--- config.mk ---
export PLATFORM = sky130hd
export DESIGN_NAME = bay_ctrl_top
export DESIGN_NICKNAME = d
export VERILOG_FILES = /design/src/hw/bay_ctrl_pkg.sv /design/src/hw/presence_filter.sv /design/src/hw/blink_timebase.sv /design/src/hw/bay_reg_file.sv /design/src/hw/bay_led_drive.sv /design/src/hw/bay_ctrl_top.sv
export SDC_FILE = /design/constraint.sdc
export NUM_CORES = 1
export LEC_CHECK = 0
export ABC_AREA = 1
export BUFFER_PORTS_ARGS = -buffer_cell sky130_fd_sc_hd__buf_2
export CELL_PAD_IN_SITES_DETAIL_PLACEMENT = 1
export CELL_PAD_IN_SITES_GLOBAL_PLACEMENT = 1
export CORE_ASPECT_RATIO = 1.25
export CORE_MARGIN = 8
export CORE_UTILIZATION = 35
export CTS_CLUSTER_DIAMETER = 40
export DETAILED_ROUTE_END_ITERATION = 8
export PLACE_DENSITY_LB_ADDON = 0.25
export SLEW_MARGIN = 15
export SYNTH_ARGS = -nofsm -noshare
export SYNTH_HDL_FRONTEND = slang
export SYNTH_SLANG_ARGS = --single-unit
--- constraint.sdc ---
create_clock -name SYSCLK -period 2.44 [get_ports SYSCLK]
set_clock_uncertainty 0.2 [all_clocks]
set_input_delay 0.244 -clock SYSCLK [delete_from_list [all_inputs] [get_ports SYSCLK]]
set_output_delay 0.244 -clock SYSCLK [all_outputs]
set_load 0.01 [all_outputs]
--- src/hw/bay_ctrl_pkg.sv ---
/*
 * Bay controller shared definitions
 * Register map addresses, LED modes and the scaled timing constants
 * used by the bay-management blocks
 */

`default_nettype none

package bay_ctrl_pkg;

	// ************************************************************************
	// Bay and bus geometry
	// ************************************************************************

	localparam int DRIVE_COUNT = 8;
	localparam int DATA_WIDTH  = 8;
	localparam int ADDR_WIDTH  = 8;

	// Identification constants
	localparam logic [DATA_WIDTH-1:0] DEVICE_ID    = 8'hB5;
	localparam logic [DATA_WIDTH-1:0] CPLD_VERSION = 8'h12;

	// All bays enabled and gated by presence
	localparam logic [DRIVE_COUNT-1:0] PWR_EN_DEFAULT = '1;

	// ************************************************************************
	// Timing scaled for simulation
	// ************************************************************************

	localparam int DEBOUNCE_CYCLES  = 16;
	localparam int TICK_CYCLES      = 8;
	// Half periods in ticks
	localparam int FAST_HALF_TICKS  = 2;
	localparam int SLOW_HALF_TICKS  = 8;
	localparam int HEART_HALF_TICKS = 32;

	// Register map
	typedef enum logic [ADDR_WIDTH-1:0] {
		ADDR_ID       = 8'h00,
		ADDR_VERSION  = 8'h01,
		ADDR_PRESENT  = 8'h10,
		ADDR_PWR_EN   = 8'h20,
		ADDR_PWR_OK   = 8'h30,
		ADDR_AMBER_LO = 8'h40,
		ADDR_AMBER_HI = 8'h41,
		ADDR_BLUE_LO  = 8'h50,
		ADDR_BLUE_HI  = 8'h51,
		ADDR_ALERT    = 8'h90
	} reg_addr_e;

	// Per-LED mode with four drives per register byte
	typedef enum logic [1:0] {
		LED_OFF  = 2'd0,
		LED_ON   = 2'd1,
		LED_SLOW = 2'd2,
		LED_FAST = 2'd3
	} led_mode_e;

endpackage

`default_nettype wire

--- src/hw/presence_filter.sv ---
/*
 * Drive presence filter
 * Two-flop synchronizer per bay and a debounce counter that accepts
 * a new level only after it has held for DEBOUNCE_CYCLES
 */

`timescale 1ns/1ps
`default_nettype none

module presence_filter
	import bay_ctrl_pkg::*;
(
	input  wire                    SYSCLK,
	input  wire                    RESET_N,
	input  wire  [DRIVE_COUNT-1:0] present_raw,
	output logic [DRIVE_COUNT-1:0] drive_present
);

	localparam int CNT_W = $clog2(DEBOUNCE_CYCLES);

	logic [DRIVE_COUNT-1:0] sync_meta;
	logic [DRIVE_COUNT-1:0] sync_q;
	logic [CNT_W-1:0]       stable_cnt [DRIVE_COUNT];

	// Bring the raw bay pins into the SYSCLK domain
	always_ff @(posedge SYSCLK or negedge RESET_N)
	begin
		if (!RESET_N)
		begin
			sync_meta <= '0;
			sync_q    <= '0;
		end
		else
		begin
			sync_meta <= present_raw;
			sync_q    <= sync_meta;
		end
	end

	// Count cycles where the synced level disagrees with the accepted one
	always_ff @(posedge SYSCLK or negedge RESET_N)
	begin
		if (!RESET_N)
		begin
			drive_present <= '0;
			for (int n = 0; n < DRIVE_COUNT; n++)
				stable_cnt[n] <= '0;
		end
		else
		begin
			for (int n = 0; n < DRIVE_COUNT; n++)
			begin
				if (sync_q[n] == drive_present[n])
					stable_cnt[n] <= '0;
				else if (stable_cnt[n] == CNT_W'(DEBOUNCE_CYCLES - 1))
				begin
					drive_present[n] <= sync_q[n];
					stable_cnt[n]    <= '0;
				end
				else
					stable_cnt[n] <= stable_cnt[n] + 1'b1;
			end
		end
	end

	// New level must have been on the synced bit for the whole window
	for (genvar n = 0; n < DRIVE_COUNT; n++)
	begin : g_chk
		a_settled: assert property (@(posedge SYSCLK) disable iff (!RESET_N)
			$changed(drive_present[n]) |->
				($past(sync_q[n]) == drive_present[n]) &&
				($past(sync_q[n], DEBOUNCE_CYCLES) == drive_present[n]))
			else $error("presence bit %0d accepted before it settled", n);
	end

endmodule

`default_nettype wire

--- src/hw/blink_timebase.sv ---
/*
 * Blink timebase
 * One free-running tick shared by the fast and slow LED blink
 * phases and the heartbeat output
 */

`timescale 1ns/1ps
`default_nettype none

module blink_timebase
	import bay_ctrl_pkg::*;
(
	input  wire  SYSCLK,
	input  wire  RESET_N,
	output logic slow_phase,
	output logic fast_phase,
	output logic heart
);

	localparam int DIV_W     = $clog2(TICK_CYCLES);
	localparam int HALF_W    = $clog2(HEART_HALF_TICKS);
	localparam int FAST_IDX  = 0;
	localparam int SLOW_IDX  = 1;
	localparam int HEART_IDX = 2;
	localparam int NUM_PHASE = 3;

	// Heartbeat is the longest half period and sets HALF_W
	localparam int HALF_TICKS [NUM_PHASE] = '{FAST_HALF_TICKS, SLOW_HALF_TICKS,
		HEART_HALF_TICKS};

	logic [DIV_W-1:0]     div_cnt;
	logic                 tick;
	logic [HALF_W-1:0]    half_cnt [NUM_PHASE];
	logic [NUM_PHASE-1:0] phase_q;

	// ************************************************************************
	// Tick divider
	// ************************************************************************

	assign tick = (div_cnt == DIV_W'(TICK_CYCLES - 1));

	always_ff @(posedge SYSCLK or negedge RESET_N)
	begin
		if (!RESET_N)
			div_cnt <= '0;
		else if (tick)
			div_cnt <= '0;
		else
			div_cnt <= div_cnt + 1'b1;
	end

	// ************************************************************************
	// Phase toggles on the shared tick
	// ************************************************************************

	always_ff @(posedge SYSCLK or negedge RESET_N)
	begin
		if (!RESET_N)
		begin
			phase_q <= '0;
			for (int i = 0; i < NUM_PHASE; i++)
				half_cnt[i] <= '0;
		end
		else if (tick)
		begin
			for (int i = 0; i < NUM_PHASE; i++)
			begin
				if (half_cnt[i] == HALF_W'(HALF_TICKS[i] - 1))
				begin
					half_cnt[i] <= '0;
					phase_q[i]  <= ~phase_q[i];
				end
				else
					half_cnt[i] <= half_cnt[i] + 1'b1;
			end
		end
	end

	assign fast_phase = phase_q[FAST_IDX];
	assign slow_phase = phase_q[SLOW_IDX];
	assign heart      = phase_q[HEART_IDX];

	a_phase_on_tick: assert property (@(posedge SYSCLK) disable iff (!RESET_N)
		$changed(phase_q) |-> $past(tick))
		else $error("blink phase moved outside a tick");

endmodule

`default_nettype wire

--- src/hw/bay_reg_file.sv ---
/*
 * Bay register file
 * Strobed register bus decode, power-enable and LED mode registers,
 * read mux for status and constants, presence-gated power outputs
 */

`timescale 1ns/1ps
`default_nettype none

module bay_reg_file
	import bay_ctrl_pkg::*;
(
	input  wire                         SYSCLK,
	input  wire                         RESET_N,
	input  wire  [ADDR_WIDTH-1:0]       reg_addr,
	input  wire  [DATA_WIDTH-1:0]       reg_wdata,
	input  wire                         wr_strobe,
	input  wire                         rd_strobe,
	output logic [DATA_WIDTH-1:0]       reg_rdata,
	input  wire  [DRIVE_COUNT-1:0]      drive_present,
	input  wire  [DRIVE_COUNT-1:0]      pwr_ok,
	input  wire                         alert_l,
	output led_mode_e [DRIVE_COUNT-1:0] amber_mode,
	output led_mode_e [DRIVE_COUNT-1:0] blue_mode,
	output logic [DRIVE_COUNT-1:0]      pwr_en_l,
	output logic [DRIVE_COUNT-1:0]      pcie_clk_oe_l
);

	localparam int MODE_W = $bits(led_mode_e);
	localparam int LED_W  = MODE_W * DRIVE_COUNT;

	reg_addr_e              addr;
	logic [DRIVE_COUNT-1:0] pwr_en_q;
	logic [LED_W-1:0]       amber_q;
	logic [LED_W-1:0]       blue_q;
	logic [DATA_WIDTH-1:0]  rd_mux;
	logic [DRIVE_COUNT-1:0] power_on;

	assign addr = reg_addr_e'(reg_addr);

	// ************************************************************************
	// Writable registers
	// ************************************************************************

	always_ff @(posedge SYSCLK or negedge RESET_N)
	begin
		if (!RESET_N)
		begin
			pwr_en_q <= PWR_EN_DEFAULT;
			amber_q  <= '0;
			blue_q   <= '0;
		end
		else if (wr_strobe)
		begin
			// Read-only and unmapped addresses fall through
			case (addr)
				ADDR_PWR_EN:   pwr_en_q <= reg_wdata;
				ADDR_AMBER_LO: amber_q[DATA_WIDTH-1:0] <= reg_wdata;
				ADDR_AMBER_HI: amber_q[LED_W-1:DATA_WIDTH] <= reg_wdata;
				ADDR_BLUE_LO:  blue_q[DATA_WIDTH-1:0] <= reg_wdata;
				ADDR_BLUE_HI:  blue_q[LED_W-1:DATA_WIDTH] <= reg_wdata;
				default:       ;
			endcase
		end
	end

	// Unpack register bits into per-drive modes
	for (genvar n = 0; n < DRIVE_COUNT; n++)
	begin : g_mode
		assign amber_mode[n] = led_mode_e'(amber_q[MODE_W*n +: MODE_W]);
		assign blue_mode[n]  = led_mode_e'(blue_q[MODE_W*n +: MODE_W]);
	end

	// ************************************************************************
	// Read path
	// ************************************************************************

	always_comb
	begin
		case (addr)
			ADDR_ID:       rd_mux = DEVICE_ID;
			ADDR_VERSION:  rd_mux = CPLD_VERSION;
			ADDR_PRESENT:  rd_mux = drive_present;
			ADDR_PWR_EN:   rd_mux = pwr_en_q;
			ADDR_PWR_OK:   rd_mux = pwr_ok;
			ADDR_AMBER_LO: rd_mux = amber_q[DATA_WIDTH-1:0];
			ADDR_AMBER_HI: rd_mux = amber_q[LED_W-1:DATA_WIDTH];
			ADDR_BLUE_LO:  rd_mux = blue_q[DATA_WIDTH-1:0];
			ADDR_BLUE_HI:  rd_mux = blue_q[LED_W-1:DATA_WIDTH];
			// Enclosure alert shows as active high
			ADDR_ALERT:    rd_mux = {{(DATA_WIDTH-1){1'b0}}, ~alert_l};
			default:       rd_mux = '0;
		endcase
	end

	// Read data holds until the next read strobe
	always_ff @(posedge SYSCLK or negedge RESET_N)
	begin
		if (!RESET_N)
			reg_rdata <= '0;
		else if (rd_strobe)
			reg_rdata <= rd_mux;
	end

	// ************************************************************************
	// Active-low power and PCIe clock enables
	// ************************************************************************

	assign power_on = pwr_en_q & drive_present;

	// Separate flops for the two pin groups
	always_ff @(posedge SYSCLK or negedge RESET_N)
	begin
		if (!RESET_N)
		begin
			pwr_en_l      <= '1;
			pcie_clk_oe_l <= '1;
		end
		else
		begin
			pwr_en_l      <= ~power_on;
			pcie_clk_oe_l <= ~power_on;
		end
	end

	a_one_strobe: assert property (@(posedge SYSCLK) disable iff (!RESET_N)
		!(wr_strobe && rd_strobe))
		else $error("write and read strobes high together");

	// Presence seen by the power flops one cycle earlier
	a_no_power_absent: assert property (@(posedge SYSCLK) disable iff (!RESET_N)
		~|(~pwr_en_l & ~$past(drive_present)))
		else $error("power enabled on an empty bay");

	a_clk_oe_match: assert property (@(posedge SYSCLK) disable iff (!RESET_N)
		pcie_clk_oe_l == pwr_en_l)
		else $error("PCIe clock enable differs from power enable");

endmodule

`default_nettype wire

--- src/hw/bay_led_drive.sv ---
/*
 * Bay LED driver
 * Selects each amber and blue LED level from its mode and the
 * shared blink phases, then registers it to the pins
 */

`timescale 1ns/1ps
`default_nettype none

module bay_led_drive
	import bay_ctrl_pkg::*;
(
	input  wire                         SYSCLK,
	input  wire                         RESET_N,
	input  var led_mode_e [DRIVE_COUNT-1:0] amber_mode,
	input  var led_mode_e [DRIVE_COUNT-1:0] blue_mode,
	input  wire                         slow_phase,
	input  wire                         fast_phase,
	output logic [DRIVE_COUNT-1:0]      amber_led,
	output logic [DRIVE_COUNT-1:0]      blue_led
);

	// Level for one LED in the current cycle
	function automatic logic led_level(led_mode_e mode, logic slow, logic fast);
		case (mode)
			LED_ON:   led_level = 1'b1;
			LED_SLOW: led_level = slow;
			LED_FAST: led_level = fast;
			default:  led_level = 1'b0;
		endcase
	endfunction

	always_ff @(posedge SYSCLK or negedge RESET_N)
	begin
		if (!RESET_N)
		begin
			amber_led <= '0;
			blue_led  <= '0;
		end
		else
		begin
			for (int n = 0; n < DRIVE_COUNT; n++)
			begin
				amber_led[n] <= led_level(amber_mode[n], slow_phase, fast_phase);
				blue_led[n]  <= led_level(blue_mode[n], slow_phase, fast_phase);
			end
		end
	end

	// Steady modes show up on the pin one cycle later
	property p_steady(led_mode_e mode, logic led);
		@(posedge SYSCLK) disable iff (!RESET_N)
		(mode == LED_ON || mode == LED_OFF) |=> (led == $past(mode == LED_ON));
	endproperty

	for (genvar n = 0; n < DRIVE_COUNT; n++)
	begin : g_chk
		a_amber_steady: assert property (p_steady(amber_mode[n], amber_led[n]))
			else $error("amber LED %0d does not follow steady mode", n);
		a_blue_steady: assert property (p_steady(blue_mode[n], blue_led[n]))
			else $error("blue LED %0d does not follow steady mode", n);
	end

endmodule

`default_nettype wire

--- src/hw/bay_ctrl_top.sv ---
/*
 * Bay controller top level
 * Connects presence filter, blink timebase, register file and LED driver
 */

`timescale 1ns/1ps
`default_nettype none

module bay_ctrl_top
	import bay_ctrl_pkg::*;
(
	input  wire                    SYSCLK,
	input  wire                    RESET_N,
	// Register bus
	input  wire  [ADDR_WIDTH-1:0]  reg_addr,
	input  wire  [DATA_WIDTH-1:0]  reg_wdata,
	input  wire                    wr_strobe,
	input  wire                    rd_strobe,
	output wire  [DATA_WIDTH-1:0]  reg_rdata,
	// Bay status inputs
	input  wire  [DRIVE_COUNT-1:0] present_raw,
	input  wire  [DRIVE_COUNT-1:0] pwr_ok,
	input  wire                    alert_l,
	// Bay control outputs
	output wire  [DRIVE_COUNT-1:0] pwr_en_l,
	output wire  [DRIVE_COUNT-1:0] pcie_clk_oe_l,
	output wire  [DRIVE_COUNT-1:0] amber_led,
	output wire  [DRIVE_COUNT-1:0] blue_led,
	output wire                    heart
);

	logic [DRIVE_COUNT-1:0]      drive_present;
	logic                        slow_phase;
	logic                        fast_phase;
	led_mode_e [DRIVE_COUNT-1:0] amber_mode;
	led_mode_e [DRIVE_COUNT-1:0] blue_mode;

	presence_filter u_presence (
		.SYSCLK        (SYSCLK),
		.RESET_N       (RESET_N),
		.present_raw   (present_raw),
		.drive_present (drive_present)
	);

	blink_timebase u_timebase (
		.SYSCLK     (SYSCLK),
		.RESET_N    (RESET_N),
		.slow_phase (slow_phase),
		.fast_phase (fast_phase),
		.heart      (heart)
	);

	bay_reg_file u_regs (
		.SYSCLK        (SYSCLK),
		.RESET_N       (RESET_N),
		.reg_addr      (reg_addr),
		.reg_wdata     (reg_wdata),
		.wr_strobe     (wr_strobe),
		.rd_strobe     (rd_strobe),
		.reg_rdata     (reg_rdata),
		.drive_present (drive_present),
		.pwr_ok        (pwr_ok),
		.alert_l       (alert_l),
		.amber_mode    (amber_mode),
		.blue_mode     (blue_mode),
		.pwr_en_l      (pwr_en_l),
		.pcie_clk_oe_l (pcie_clk_oe_l)
	);

	bay_led_drive u_leds (
		.SYSCLK     (SYSCLK),
		.RESET_N    (RESET_N),
		.amber_mode (amber_mode),
		.blue_mode  (blue_mode),
		.slow_phase (slow_phase),
		.fast_phase (fast_phase),
		.amber_led  (amber_led),
		.blue_led   (blue_led)
	);

endmodule

`default_nettype wire

# [After elaboration in Yosys (flattened, before gate mapping)]
# Cells that the tools add are included.
[word_totals] out_inout_bits=41 wordCells=191 input_bits=37 register_bits=149
[op_classes] bitwise_logic=14 addsub=12 reduce_logical=17 muxes=37 n_eq_ne=77
[ops] op="case mux 8 bit (10 select lines)" n=1
[ops] op="equality test 2 bit, second input constant" n=32
[ops] op="2-to-1 mux 4 bit" n=16
[ops] op="case mux 1 bit (3 select lines)" n=16
[ops] op="adder 4 x 1 -> 4 bit, second input constant" n=8
[ops] op="equality test 2 x 1 -> 1 bit, second input constant" n=16
[ops] op="equality test 4 bit, second input constant" n=8
[ops] op="equality test 8 x 7 -> 1 bit, second input constant" n=4
[ops] op="AND reduction 2 bit" n=16
[ops] op="equality test 8 x 6 -> 1 bit, second input constant" n=2
[ops] op="adder 5 x 1 -> 5 bit, second input constant" n=3
[ops] op="2-to-1 mux 5 bit" n=3
[ops] op="NOT 1 bit" n=12
[ops] op="bitwise AND 8 bit" n=1
[ops] op="equality test 1 bit" n=8
[ops] op="equality test 8 x 1 -> 1 bit, second input constant" n=1
[ops] op="equality test 8 x 5 -> 1 bit, second input constant" n=1
[ops] op="equality test 8 bit, second input constant" n=1
[ops] op="logical NOT 8 bit" n=1
[ops] op="NOT 8 bit" n=1
[ops] op="equality test 5 x 1 -> 1 bit, second input constant" n=1
[ops] op="equality test 5 x 3 -> 1 bit, second input constant" n=1
[ops] op="equality test 5 bit, second input constant" n=1
[ops] op="adder 3 x 1 -> 3 bit, second input constant" n=1
[ops] op="other kinds (2)" n=2

# [Longest topological paths before layout]
# Gate-level depths: netlist of the first run.
[logic_depth] depth_word=3 ltp_mapped=11

# [Modules after synthesis]
# A second synthesis of the first run with hierarchy kept.
[unflattened] hier_cells=809 hier_area_um2=7019.2
[modules_own_cells] module="bay_reg_file" seq_area_each_um2=1421.4 instances=1 cells_each=355 area_each_um2=2969.1
[modules_own_cells] module="presence_filter" seq_area_each_um2=1401.3 instances=1 cells_each=224 area_each_um2=2202.1
[modules_own_cells] module="blink_timebase" seq_area_each_um2=525.5 instances=1 cells_each=118 area_each_um2=1039.7
[modules_own_cells] module="bay_led_drive" seq_area_each_um2=400.4 instances=1 cells_each=112 area_each_um2=808.3

# [Worst setup path after synthesis of the first run]
# OpenSTA, ideal clock, no wires.
[synth_path] kind="register to register" from="register u_timebase.div_cnt[0]" to="register u_timebase.half_cnt[0] (netlist bit)" stages_incl_launch_ff=7 setup_slack_ps=850 setup_time_ps=117 arrival_ps=1273 cell_sequence="dfrtp_1 > ha_1 > ha_1 > buf_2 > buf_1 > nor2_1 > nor2_1"
[synth_between] elab_chain_cells=1
[synth_lines] element="start, declared" line_no="blink_timebase.sv:31" source="logic [DIV_W-1:0] div_cnt;"
[synth_lines] element="start signal, assigned" line_no="blink_timebase.sv:49" source="div_cnt <= div_cnt + 1'b1;"
[synth_lines] element="equality test 3 bit" line_no="blink_timebase.sv:40" source="assign tick = (div_cnt == DIV_W'(TICK_CYCLES - 1));"
[synth_lines] element="end signal, assigned by index" line_no="blink_timebase.sv:74" source="half_cnt[i] <= half_cnt[i] + 1'b1;"
[synth_lines] element="end, declared" line_no="blink_timebase.sv:33" source="logic [HALF_W-1:0] half_cnt [NUM_PHASE];"
# Every way passes these cells.
# A chain may end at the register's enable or synchronous reset.

# [Worst setup path after layout of the first run]
[layout_path] from="register u_timebase.div_cnt[0]" to="register u_timebase.half_cnt[9] (netlist bit)"
# Same word-level chain as after synthesis.

==> results of run 1 <==
[critical path, delay by kind of cell (launching register included)]
kind                       cells  cell delay (ns)
adders and majority gates      2             0.76
xor gates and xnor gates       1             0.18
DFF                            1             0.35
and+or+nand+nor                2             0.48
[per-layer routing]
layer,vias to the layer above,track usage [%],part of all wire (%)
met3,20,3.74,4.2
met1,2479,17.9,42
met4,0,4.82,1.4
li1,2374,-,-
met5,-,0,0
met2,93,27.5,52
[power by group]
part           switching [mW]  leakage [nW]  internal (mW)
Combinational           0.243          1.91          0.143
Sequential             0.0760          1.84           2.58
Clock                    1.02         0.311           1.84
Total                    1.33          4.06           4.57
[cells by family (layout without fill, tap and decap cells)]
family / Yosys count / in the layout / share of synthesized area (%)
AND/OR/NAND/NOR: 279 / 279 / 20.1
AO/OA/AOI/OAI: 101 / 101 / 8.78
flip-flops: 149 / 149 / 55.9
buffers and inverters: 98 / 208 / 7.56
XOR/XNOR: 32 / 32 / 4.18
adder cells (fa/ha/maj): 15 / 15 / 2.80
multiplexers: 4 / 4 / 0.672
[what timing repair did]
item / in CTS / in global routing
endpoints found under the hold margin: 88 / 0
setup buffers: 0 / 0
resized for setup: 0 / 0
hold buffers: 18 / 0
[registers in the layout, summed over array words and instances, names as in the netlist]
name,cells
u_regs.blue_mode,16
u_presence.stable_cnt,32
u_regs.pwr_en_l,8
u_presence.sync_meta,8
u_regs.pwr_en_q,8
u_timebase.div_cnt,3
u_regs.reg_rdata,8
u_timebase.half_cnt,15
u_presence.drive_present,8
u_leds.amber_led,8
u_presence.sync_q,8
u_leds.blue_led,8
u_regs.amber_mode,16
u_timebase.phase_q,3
[cell type report]
cell class                      count  area share [%]
Sequential cell                   149            46.6
Clock buffer                       20            5.55
Clock inverter                     12            2.50
Tap cell                          232            3.61
Inverter                           75            3.50
Timing Repair Buffer              101            7.82
Multi-Input combinational cell    431            30.4
[cell usage in the layout (no fill, tap or decap), drive strengths merged]
| cell type | instances |
|---|---|
| nand3 | 61 |
| a21oi | 23 |
| o21ai | 57 |
| nand4 | 2 |
| ha | 15 |
| clkinvlp | 2 |
| clkinv | 4 |
| o21a | 4 |
| dlygate4sd3 | 18 |
| o31ai | 3 |
| o22ai | 1 |
| clkbuf | 20 |
| and3 | 1 |
| buf | 83 |
| xor2 | 15 |
| nor3 | 6 |
| a31o | 1 |
| mux2 | 4 |
| a31oi | 12 |
| nor2 | 75 |
| xnor2 | 17 |
| and2 | 1 |
| inv | 76 |
| nand2 | 133 |
| dfrtp | 133 |
| bufinv | 5 |
| dfstp | 16 |
[stage by stage]
step | cell area, sq um | hold WS [ns]
2_1_floorplan | 6700 | -0.252
3_3_place_gp | 7220 | 0.0270
3_5_place_dp | 7220 | 0.0312
4_1_cts | 8040 | 0.0572
5_1_grt | 8040 | 0.129
6_report | 8040 | 0.0631
[worst paths after layout]
path,startpoint,to
min,pwr_ok[5],u_regs.reg_rdata[5]
max in group asynchronous,RESET_N,u_regs.pwr_en_l[5]
min in group asynchronous,RESET_N,u_presence.sync_meta[4]
min reg2reg,u_presence.sync_meta[6],u_presence.sync_q[6]
max,u_timebase.div_cnt[0],u_timebase.half_cnt[9]
max reg2reg,u_timebase.div_cnt[0],u_timebase.half_cnt[9]
[synth_stat cells (all sizes together), types with 4 or more instances]
library cell	instances
o21ai	57
xor2	15
nor3	6
o21a	4
a21oi	23
a31oi	12
ha	15
xnor2	17
nand2	133
dfstp	16
mux2	4
nor2	75
dfrtp	133
nand3	61
buf	22
inv	75
==> impl_summary.md, run 1 <==
Floorplanning
From left edge to right edge, the die measures 140 microns. The number of top-level pins is 78. The placement row count is 56. The area of the die is 23900 sq um. The core region area is 18800 sq um. Once the floorplan was initialized, standard cells occupied 35.7% of the core.

From bottom edge to top edge, the die measures 171 microns.

Clock network
The later pin in the worst-skew pair is clocked with a latency of 0.42 ns. The clock transition at the registers of the reported paths is 0.06 ns. The maximum root-to-sink buffer count is 2. TritonCTS created 17 clock buffers. CTS built an H-tree with a depth of 4. The master cell of the clock root buffer is sky130_fd_sc_hd__clkbuf_16. The number of clock sinks is 149.

TritonCTS built the clock tree.

Logic synthesis
The total of flip-flops plus latches after synthesis is 149. The synthesized area divided by synthesized cell count is 9.88 sq um. Sequential cells were found to cover 55.9% of the synthesized design area. The count of flip-flops with a built-in enable after synthesis is 0. The fraction of synthesized cell area taken by the top area cell type is 49.7%. The biggest area contributor in the post-synthesis netlist is sky130_fd_sc_hd__dfrtp_1. By area the synthesized netlist is led by sky130_fd_sc_hd__dfrtp_1 (50%), sky130_fd_sc_hd__nand2_1 (6.8%), sky130_fd_sc_hd__dfstp_2 (6.3%), sky130_fd_sc_hd__nand3_1 (4.4%), sky130_fd_sc_hd__inv_1 (3.8%). The net count of the mapped netlist is 730. Summing every instance area after synthesis gives 6700 sq um.

For this run, asynchronously set or reset flops after synthesis account for 100%. For this run, the leading register cell type out of synthesis is sky130_fd_sc_hd__dfrtp_1. During synthesis, Yosys emitted a total of 0 warnings.

The count of unique library cells instantiated by Yosys is 37. In the synthesized netlist, the number of instances is 678.

Global routing
The number of global-route vias before repair is 5497. The initial antenna violation count is 0. The overflow left after global routing is 0. Entering global routing, the biggest net connects 52 pins.

The all-layer global routing usage is 15.4%. The first-pass GRT wire length is 28.7 mm.

Worst setup path
The cell at the slowest stage of the critical path is sky130_fd_sc_hd__ha_1. The maximum single-stage delay on the critical path is 0.61 ns. The number of cells traversed by the worst register-to-register path is 5. The category of the most critical setup path is reg -> reg.

The worst setup path is captured at a flip-flop. The largest fanout of any net on the critical path is 23. The register-to-register setup slack is 0.37 ns. The data arrival time at the worst-slack endpoint is 2.21 ns. At the worst endpoint, the required time is 2.58 ns. The worst setup path is launched from a flip-flop. Among the stages of the critical path, the cell type that occurs most often is sky130_fd_sc_hd__ha_1. Traced cell by cell, the critical path runs through ha_1 -> ha_1 -> nand2_1 -> nor3_1 -> xor2_1.

Cells and area
Measured on the finished design, the core utilization comes to 42.8%. The layout overhead on the synthesized area is 20.0%. The diode insertion count for antenna repair is 0.

The layout has 2159 filler cells. The number of nets in the final layout is 827. The share of layout cells above drive strength 1 is 22.5%.

The area used by multi-input combinational logic is 2450 sq um. The number of standard cells in the layout, taps in and fillers out is 1020. In the final layout, flip-flops and latches occupy 3750 sq um.

Placement
Including well taps, the total number of placed cells is 970. Routability-driven placement finished with a final weighted congestion of 0.834. The number of input and output port buffers inserted is 77. The minimum setup slack after placement is 0.366 ns. The final HPWL from detailed placement is 12.9 mm.

STA
At the pin with the least slew margin, the transition time is 0.715 ns. After layout, the worst setup slack is 0.375 ns. In this run the tightest slew margin relative to its limit is 52.3%. The maximum clock frequency is 484 MHz. The number of endpoints with negative hold slack in the final report is 0. The number of setup violations in the final report is 0. For the finished layout, the period the worst path requires is 2.07 ns.

The total negative setup slack is 0 ns. The final critical path takes up 84.6% of the cycle. Setup repair after global routing left no endpoint under its margin. The final count of pins violating max slew is 0.

Routing
For this run, design rule violations remaining after detail routing come to 0. The final route contains 4966 vias. The post-detailed-route count of antenna-violating nets is 0.

In the routed layout, each cell is associated on average with a via count of 4.87. The number of detailed-routing iterations run before antenna repair is 4. The iteration-0 DRC count of the detailed router is 238. The average wire length per cell after detail routing is 17.0 microns. The wire length after detailed routing is 17.3 mm.

Power
In this run the power density over the cells is 734 nW/um^2. The worst-case vdd ir drop is 0.454 mV. The analysis attributes to cell leakage a power of 4.06 nW. The design draws 5.90 mW.

Status
The flow ran to the end, and the final reports show no timing, DRC or antenna violations.

Hold path
The worst hold path was traced through 7 stages. The kind of path behind the tightest hold check is in -> reg.

Flow run
The number of maximum-capacitance violations is 0.
Note: power is estimated with default switching activity, not from simulation.
==> inputs of run 2 (changes only) <==
--- a/config.mk
+++ b/config.mk
@@ -5,7 +5,7 @@
 export SDC_FILE = /design/constraint.sdc
 export NUM_CORES = 1
 export LEC_CHECK = 0
-export ABC_AREA = 1
+export ABC_AREA = 0
 export BUFFER_PORTS_ARGS = -buffer_cell sky130_fd_sc_hd__buf_2
 export CELL_PAD_IN_SITES_DETAIL_PLACEMENT = 1
 export CELL_PAD_IN_SITES_GLOBAL_PLACEMENT = 1
==> constraint.sdc (replaced) <==
create_clock -name SYSCLK -period 2 [get_ports SYSCLK]
set_clock_uncertainty 0.2 [all_clocks]
set_input_delay 0.2 -clock SYSCLK [delete_from_list [all_inputs] [get_ports SYSCLK]]
set_output_delay 0.2 -clock SYSCLK [all_outputs]
set_load 0.01 [all_outputs]
==> run 2 against run 1 <==
Compared with the run above: cell area up 0.84%; synthesized cell count down 23%; critical path type unchanged; hold slack worse by 0.036 ns; worst setup slack worse by 0.077 ns; via count down 9.2%; cell count down 14%.
==> impl_summary.md, run 2 <==
Status
The flow ran to the end, and the final reports show no timing, DRC or antenna violations.

Worst setup path
Walking the worst path, the cells encountered are mux2_2 -> a22oi_1 -> nor2_1 -> a211oi_1 -> o22ai_1. The data arrival time at the worst-slack endpoint is 1.77 ns. The largest single stage delay on the critical path is 0.41 ns. The critical path contains buffers and inverters numbering 0 combined. The worst setup path is captured at a flip-flop. The cell at the slowest stage of the critical path is sky130_fd_sc_hd__dfrtp_1. The register-to-register setup slack is 0.30 ns. The data required time of the worst path is 2.07 ns.

In this design, the largest share of critical-path delay is due to compound AO/OA/AOI/OAI gates. The critical path is of the reg -> reg type. Along the worst path, the maximum fanout reaches 4.

The worst setup path is launched from a flip-flop.

Clock network
The clock latency on the worst-skew pair is 0.43 ns. The number of clock buffers added by TritonCTS is 17. The H-tree was split into 4 levels. The master cell of the clock root buffer is sky130_fd_sc_hd__clkbuf_16. Gates resized during post-CTS repair numbered 0. The clock tree from TritonCTS is yes.

The maximum root-to-sink buffer count is 2. The clock transition at the registers of the reported paths is 0.06 ns. Clock tree synthesis found a total of 149 sinks.

STA
Setup slack on the critical path of the routed design comes to 0.298 ns. On the final layout, the worst hold slack is 0.0275 ns. The number of endpoints with negative hold slack in the final report came to 0.

After layout, the worst path uses 85.1% of the clock period. Timing would allow up to 588 MHz. The total negative setup slack is 0 ns. The relative max-transition margin is 57.6%.

The final count of pins violating max slew is 0. For the pin with the worst max-slew slack, the measured transition is 0.633 ns. The number of setup violations in the final report is 0. The shortest period the worst path allows is 1.70 ns. Setup repair after global routing left no endpoint under its margin.

Floorplanning
78 I/O pins were placed. Once the floorplan was initialized, standard cells occupied 35.3% of the core. The die is 169 microns tall. The horizontal die dimension is 138 microns. In this run the standard cell core region covers 18600 sq um. The placement row count is 56. The floorplan step defined a die boundary enclosing 23400 sq um.

Placement
The number of input and output port buffers inserted is 77. Before CTS, the worst setup slack after placement is 0.0727 ns. The area of placed instances is 7320 sq um.

The weighted congestion at the end of routability-driven global placement is 0.767. Detailed placement ended at an HPWL of 12.1 mm. The post-placement cell count is 828.

Power
For this design the static power due to leakage is 3.74 nW. VDD sags by at most 0.569 mV. Dividing total power by cell area gives a power density of 866 nW/um^2.

Logic synthesis
The share of cell area taken by muxes after synthesis is 12.4%. After synthesis, the cell types taking the most area are sky130_fd_sc_hd__dfrtp_1 (51%), sky130_fd_sc_hd__mux2_2 (9.1%), sky130_fd_sc_hd__dfstp_2 (6.4%), sky130_fd_sc_hd__xnor2_1 (3.1%), sky130_fd_sc_hd__ha_1 (2.9%). The adder-cell share of the synthesized area is 2.86%. The share of flip-flops with an asynchronous set or reset is 100%.

Yosys instantiated no cell more often than sky130_fd_sc_hd__dfrtp_1. Of the total synthesized cell area, the portion taken by XOR and XNOR cells is 3.07%. After Yosys synthesis, and, or, nand and nor cells account for 11.5% of the synthesized area. In the synthesized netlist the dominant register cell turns out to be sky130_fd_sc_hd__dfrtp_1. The fraction of synthesized cell area taken by the top area cell type is 50.7%. The sequential fraction of the synthesis area is 57.1%. The net count of the mapped netlist is 571. The cell type with the highest aggregate area in the netlist is sky130_fd_sc_hd__dfrtp_1. The compound-gate portion of the synthesized area is 9.46%. Counting flops with a built-in enable in the synthesized netlist gives 0.

The gate count after technology mapping is 519. Counting instances in the post-synthesis netlist gives the leading cell types as sky130_fd_sc_hd__dfrtp_1 (133), sky130_fd_sc_hd__mux2_2 (53), sky130_fd_sc_hd__a21oi_1 (35). Dividing the synthesized area by the synthesized cell count gives 12.6 sq um. After synthesis, the netlist uses 54 different library cells. After synthesis the netlist holds a flip-flop and latch count of 149.

The summed instance area of the synthesized netlist is 6560 sq um. The combinational family with the most area after synthesis is multiplexers. Yosys printed 0 warnings.

Routing
The via count normalized by instance count is 5.13. The number of detailed-routing iterations run before antenna repair is 4. The iteration-0 DRC count of the detailed router is 178. The average wire length per cell after detail routing is 18.6 microns.

The wire length after detailed routing is 16.4 mm. The detail route stage leaves a number of antenna-violating nets equal to 0. After detailed routing, the number of remaining DRC violations is 0. The routed layout has 4508 vias.

Cells and area
The diode insertion count for antenna repair is 0. For this run, the number of standard cells in the final layout without fillers is 878. Across the whole layout, storage elements account for 3750 sq um. In the layout the commonest cells are sky130_fd_sc_hd__dfrtp_1 (133), sky130_fd_sc_hd__buf_2 (76), sky130_fd_sc_hd__mux2_2 (53). Counting flops per register, the top entry is u_presence.stable_cnt. The layout overhead on the synthesized area is 23.7%.

For this run, the post-layout net count is 685. The total of fill cells in the finished design is 1961. The most common library cell in the layout ignoring fill and taps is sky130_fd_sc_hd__dfrtp_1. In the final layout, the multi-input gates occupy 2570 sq um.

The share of layout cells above drive strength 1 is 34.5%. The final cell area excluding filler cells is 8110 sq um. The number of flip-flops in the largest register is 32.

Global routing
The pin count of the biggest net entering global routing is 48. The first global-routing pass estimated 27.2 mm of wire. The number of global-route vias before repair is 5086.

The initial antenna violation count is 0. The all-layer global routing usage is 14.6%. The overflow left after global routing is 0.

Hold path
The kind of path behind the tightest hold check is in -> reg.

Flow run
The number of maximum-capacitance violations is 0.
run 2: cell types whose count changed in the layout (fill, tap and decap cells not counted), sizes merged, moves of 8 or more:
cell / previous run / this run
nand2: 133 / 18
mux2: 4 / 62
inv: 76 / 22
nor2: 75 / 27
nand3: 61 / 17
o21ai: 57 / 14
buf: 83 / 103
xor2: 15 / 0
nor2b: 0 / 13
a21oi: 23 / 35
nor3b: 0 / 9
a31oi: 12 / 20
nand4b: 0 / 8
run 2: path summary, 6_finish.rpt:
kind	to	cells past startpoint	startpoint
setup / recovery	u_regs.reg_rdata[7]	5	u_regs.blue_mode[15]
hold / removal	u_regs.reg_rdata[3]	4	reg_addr[2]
setup reg to reg	u_regs.reg_rdata[7]	5	u_regs.blue_mode[15]
hold reg to reg	u_presence.sync_q[5]	0	u_presence.sync_meta[5]
max in group asynchronous	u_regs.pwr_en_l[4]	3	RESET_N
min in group asynchronous	u_presence.stable_cnt[10]	2	RESET_N
run 2: logic make-up (layout without fill, tap and decap cells):
logic type / after synthesis / in the layout
adder cells (fa/ha/maj): 15 / 15
AO/OA/AOI/OAI: 101 / 101
buffers and inverters: 47 / 174
flip-flops: 149 / 149
AND/OR/NAND/NOR: 116 / 116
multiplexers: 68 / 68
XOR/XNOR: 23 / 23
run 2: report_power, final:
part           leakage (nW)  internal [mW]  total (mW)  switching, mW
clock                 0.294           2.10        3.33           1.23
sequential             1.93           3.13        3.23         0.0989
combinational          1.51          0.216       0.464          0.248
total                  3.74           5.45        7.02           1.57
run 2: area by class of cell:
class                   count  share of cell area (%)
flip-flops and latches    149                    46.2
inverters                  21                   0.972
clock buffers              25                    6.11
multi-input cells         323                    31.7
clock inverters             7                    1.47
well taps                 232                    3.58
repair buffers            121                    9.92
run 2: timing repair:
action | CTS | global route
endpoints found under the hold margin | 190 | 0
hold buffers | 18 | 0
setup buffers | 0 | 0
run 2: through the flow:
| stage | power [mW] | util [%] |
|---|---|---|
| after floorplan | 3.49 | - |
| after detailed placement | 3.73 | 39.4 |
| final | 7.02 | 43.7 |
| after CTS | 7.14 | 43.7 |
| after global routing | 7.30 | 43.7 |
| after global placement | 3.70 | 39.4 |
run 2: tightest hold or removal path, cell delays in order:
cell and delay [ns]:
sky130_fd_sc_hd__buf_2 0.10, sky130_fd_sc_hd__nor3_4 0.06, sky130_fd_sc_hd__a31oi_1 0.16, sky130_fd_sc_hd__o22ai_1 0.08
run 2: per-layer routing:
metal  wire (microns)  GRT usage [%]  up-vias
met5                0              0        -
met2             8610           25.9       72
met1             7000           16.7     2326
met4              243           5.16        0
met3              511           3.59       21
li1                 -              -     2089
==> inputs of run 3 (changes only) <==
--- a/config.mk
+++ b/config.mk
@@ -15,6 +15,7 @@
 export CTS_CLUSTER_DIAMETER = 40
 export DETAILED_ROUTE_END_ITERATION = 8
 export PLACE_DENSITY_LB_ADDON = 0.25
+export RECOVER_POWER = 100
 export SLEW_MARGIN = 15
 export SYNTH_ARGS = -nofsm -noshare
 export SYNTH_HDL_FRONTEND = slang
==> run 3 against run 2 <==
Compared with the run above: sequential power hardly changed; non-clock buffer count stayed put; die area did not move; sequential share of layout area grew 0.98 points; core utilization is 0.91 points lower; first-iteration DRC count up 5.1%; clock power barely moved; wire length grew 0.42%; worst setup slack got worse by 0.13 ns; hold slack better by 0.00090 ns; global-route usage did not move.
==> impl_summary.md, run 3 (synthesized netlist as in run 2, its figures left out) <==
Power
IR analysis of the VDD net gives a maximum drop of 0.571 mV. In this run the static leakage power is 3.56 nW. The areal power density over the cells is 881 nW/um^2.

Clock network
In this run, CTS created clock tree buffers numbering 17. The number of resized instances in the post-cts repair step is 0. The maximum root-to-sink buffer count is 2. The clock drives 149 sinks. After clock tree synthesis, the clock-pin slew on the worst setup and hold paths is 0.06 ns. For the worst-skew pair, the clock arrives at the later sink with an insertion delay of 0.43 ns.

The level count of the clock H-tree is 4. Clock tree synthesis selected as its root buffer the cell sky130_fd_sc_hd__clkbuf_16. The clock tree from TritonCTS is yes.

Once the clock tree was built, the setup fixing pass inserted 0 buffers. The cts-stage hold buffer count is 18.

STA
The final count of pins violating max slew is 0. The maximum clock frequency is 547 MHz. The number of endpoints with negative hold slack in the final report is 0.

The final critical-path share of the clock period is 91.4%. For the pin with the worst max-slew slack, the measured transition is 0.843 ns. The shortest period the worst path allows is 1.83 ns. Setup total negative slack on the finished layout was measured at 0 ns. Setup violations remaining at the end of the flow were counted as 0.

Setup repair after global routing left no endpoint under its margin. The relative max-transition margin is 43.8%.

Routing
The iteration-0 DRC count of the detailed router is 187. The highest routing layer actually used is met4. Across all layers, the routed design uses 4510 vias.

The wire length after detailed routing is 16.4 mm. The number of detailed-routing iterations run before antenna repair is 4. After detailed routing, the number of remaining DRC violations is 0. The via count normalized by instance count is 5.14. The post-detailed-route count of antenna-violating nets is 0.

For this block, wires on met1 add up to 7.07 mm. Dividing the detail-routed wire length by the instance count gives 18.7 microns. The wire length on met2 is 8.64 mm. The routed length on met3 is 479 microns.

Cells and area
The number of nets in the final layout is 685. The register with the most flip-flops in the layout has 32 of them. Of the cells placed in the final design, the portion with a size suffix greater than 1 is 24.1%.

The area used by multi-input combinational logic is 2510 sq um. The diode insertion count for antenna repair is 0. After filler insertion, the fill cell instance count of the layout stands at 2003. The layout overhead on the synthesized area is 21.1%. The storage element area is 3750 sq um.

Ranked by flip-flop count, first place goes to u_presence.stable_cnt. The most common library cell in the layout ignoring fill and taps is sky130_fd_sc_hd__dfrtp_1. The final cell area excluding filler cells is 7940 sq um. In the layout the commonest cells are sky130_fd_sc_hd__dfrtp_1 (133), sky130_fd_sc_hd__mux2_2 (53), sky130_fd_sc_hd__clkbuf_1 (51).

Hold path
The path class of the tightest hold or removal check is in -> reg.

Floorplanning
For this configuration, the core starts out at a cell density of 35.3%. The core region area is 18600 sq um. The placement row count is 56.

The number of top-level pins is 78. The die is 169 microns tall. The floorplan step defined a die boundary enclosing 23400 sq um. The horizontal die dimension is 138 microns.

Placement
The area of placed instances is 7320 sq um. Port buffering added 77 buffers. Summed over all nets, the half-perimeter wirelength after detailed placement is 12.1 mm. The weighted congestion at the end of routability-driven global placement is 0.767.

Global routing
The number of global-route vias before repair is 5086. The initial antenna violation count was 0. Summed over all layers, the global routing overflow is 0. The first global-routing pass estimated 27.2 mm of wire. The pin count of the biggest net entering global routing is 48.

The all-layer global routing usage is 14.6%.

Worst setup path
For the worst setup path, the data required time is 2.11 ns. The critical path in this run is classified as in -> reg. The type of element launching the critical path is an input pin. The signal on the critical path passes through buf_2 -> clkbuf_1 -> nor3b_4 -> and2_0 -> nand3_1 -> mux2_2. The maximum single-stage delay on the critical path is 0.42 ns. The data arrival time at the worst-slack endpoint is 1.93 ns. The slowest stage of the critical path is the sky130_fd_sc_hd__mux2_2 cell.

In this run the worst path has a maximum fanout of 10. STA classifies the critical path endpoint as a flip-flop.

Flow run
The tool flagged a number of max-cap violations equal to 0.

Status
The run finished with clean final reports.
[run 3: cell count changes in the layout (fill, tap and decap cells not counted), moves of 6 or more]
cell / delta
sky130_fd_sc_hd__dfstp_1: +9
sky130_fd_sc_hd__dfstp_2: -9
sky130_fd_sc_hd__buf_4: -6
sky130_fd_sc_hd__mux2_4: -7
sky130_fd_sc_hd__mux2_1: +7
sky130_fd_sc_hd__clkbuf_1: +47
sky130_fd_sc_hd__buf_2: -40
[run 3: area by class of cell]
| cell class | count | share of cell area (%) |
|---|---|---|
| clock buffers | 25 | 6.24 |
| clock inverters | 7 | 1.50 |
| inverters | 21 | 0.992 |
| multi-input cells | 323 | 31.6 |
| flip-flops and latches | 149 | 47.2 |
| well taps | 232 | 3.65 |
| repair buffers | 121 | 8.85 |
[run 3: per-stage QoR]
stage	util, %	cells	total power [mW]	hold slack, ns	setup WS [ns]
CTS	43.7	878	7.14	0.000324	0.263
global route	42.8	878	7.27	0.0464	0.0920
floorplan	-	519	3.49	-0.296	0.189
finish	42.8	878	6.99	0.0284	0.172
global placement	39.4	828	3.70	-0.0376	0.101
detailed placement	39.4	828	3.73	-0.0295	0.0727
[run 3: final timing paths]
path                                                   to                    start  slack [ns]  cells past startpoint
worst min-delay path                  u_regs.reg_rdata[3]              reg_addr[2]        0.03                      4
max in group asynchronous             u_leds.amber_led[0]                  RESET_N        0.36                      3
worst min register to register       u_presence.sync_q[5]  u_presence.sync_meta[5]        0.15                      0
worst max-delay path                  u_regs.blue_mode[4]              reg_addr[6]        0.17                      6
min in group asynchronous       u_presence.stable_cnt[10]                  RESET_N        0.06                      2
worst max register to register        u_regs.reg_rdata[7]     u_regs.blue_mode[15]        0.25                      5
[run 3: routing by layer]
layer / up-vias / track usage, %
met5: - / 0
met4: 0 / 5.16
met3: 22 / 3.59
met2: 69 / 25.9
met1: 2321 / 16.7
li1: 2098 / -
[run 3: report_power, final]
group          switching (mW)  internal, mW
combinational           0.243         0.197
clock                    1.23          2.10
sequential             0.0994          3.13
total                    1.57          5.43
[run 3: worst max-delay path: cells and delay by family]
kind | cells | cell delay [ns]
AND/OR/NAND/NOR | 3 | 0.83
buffers and inverters | 2 | 0.46
multiplexers | 1 | 0.42
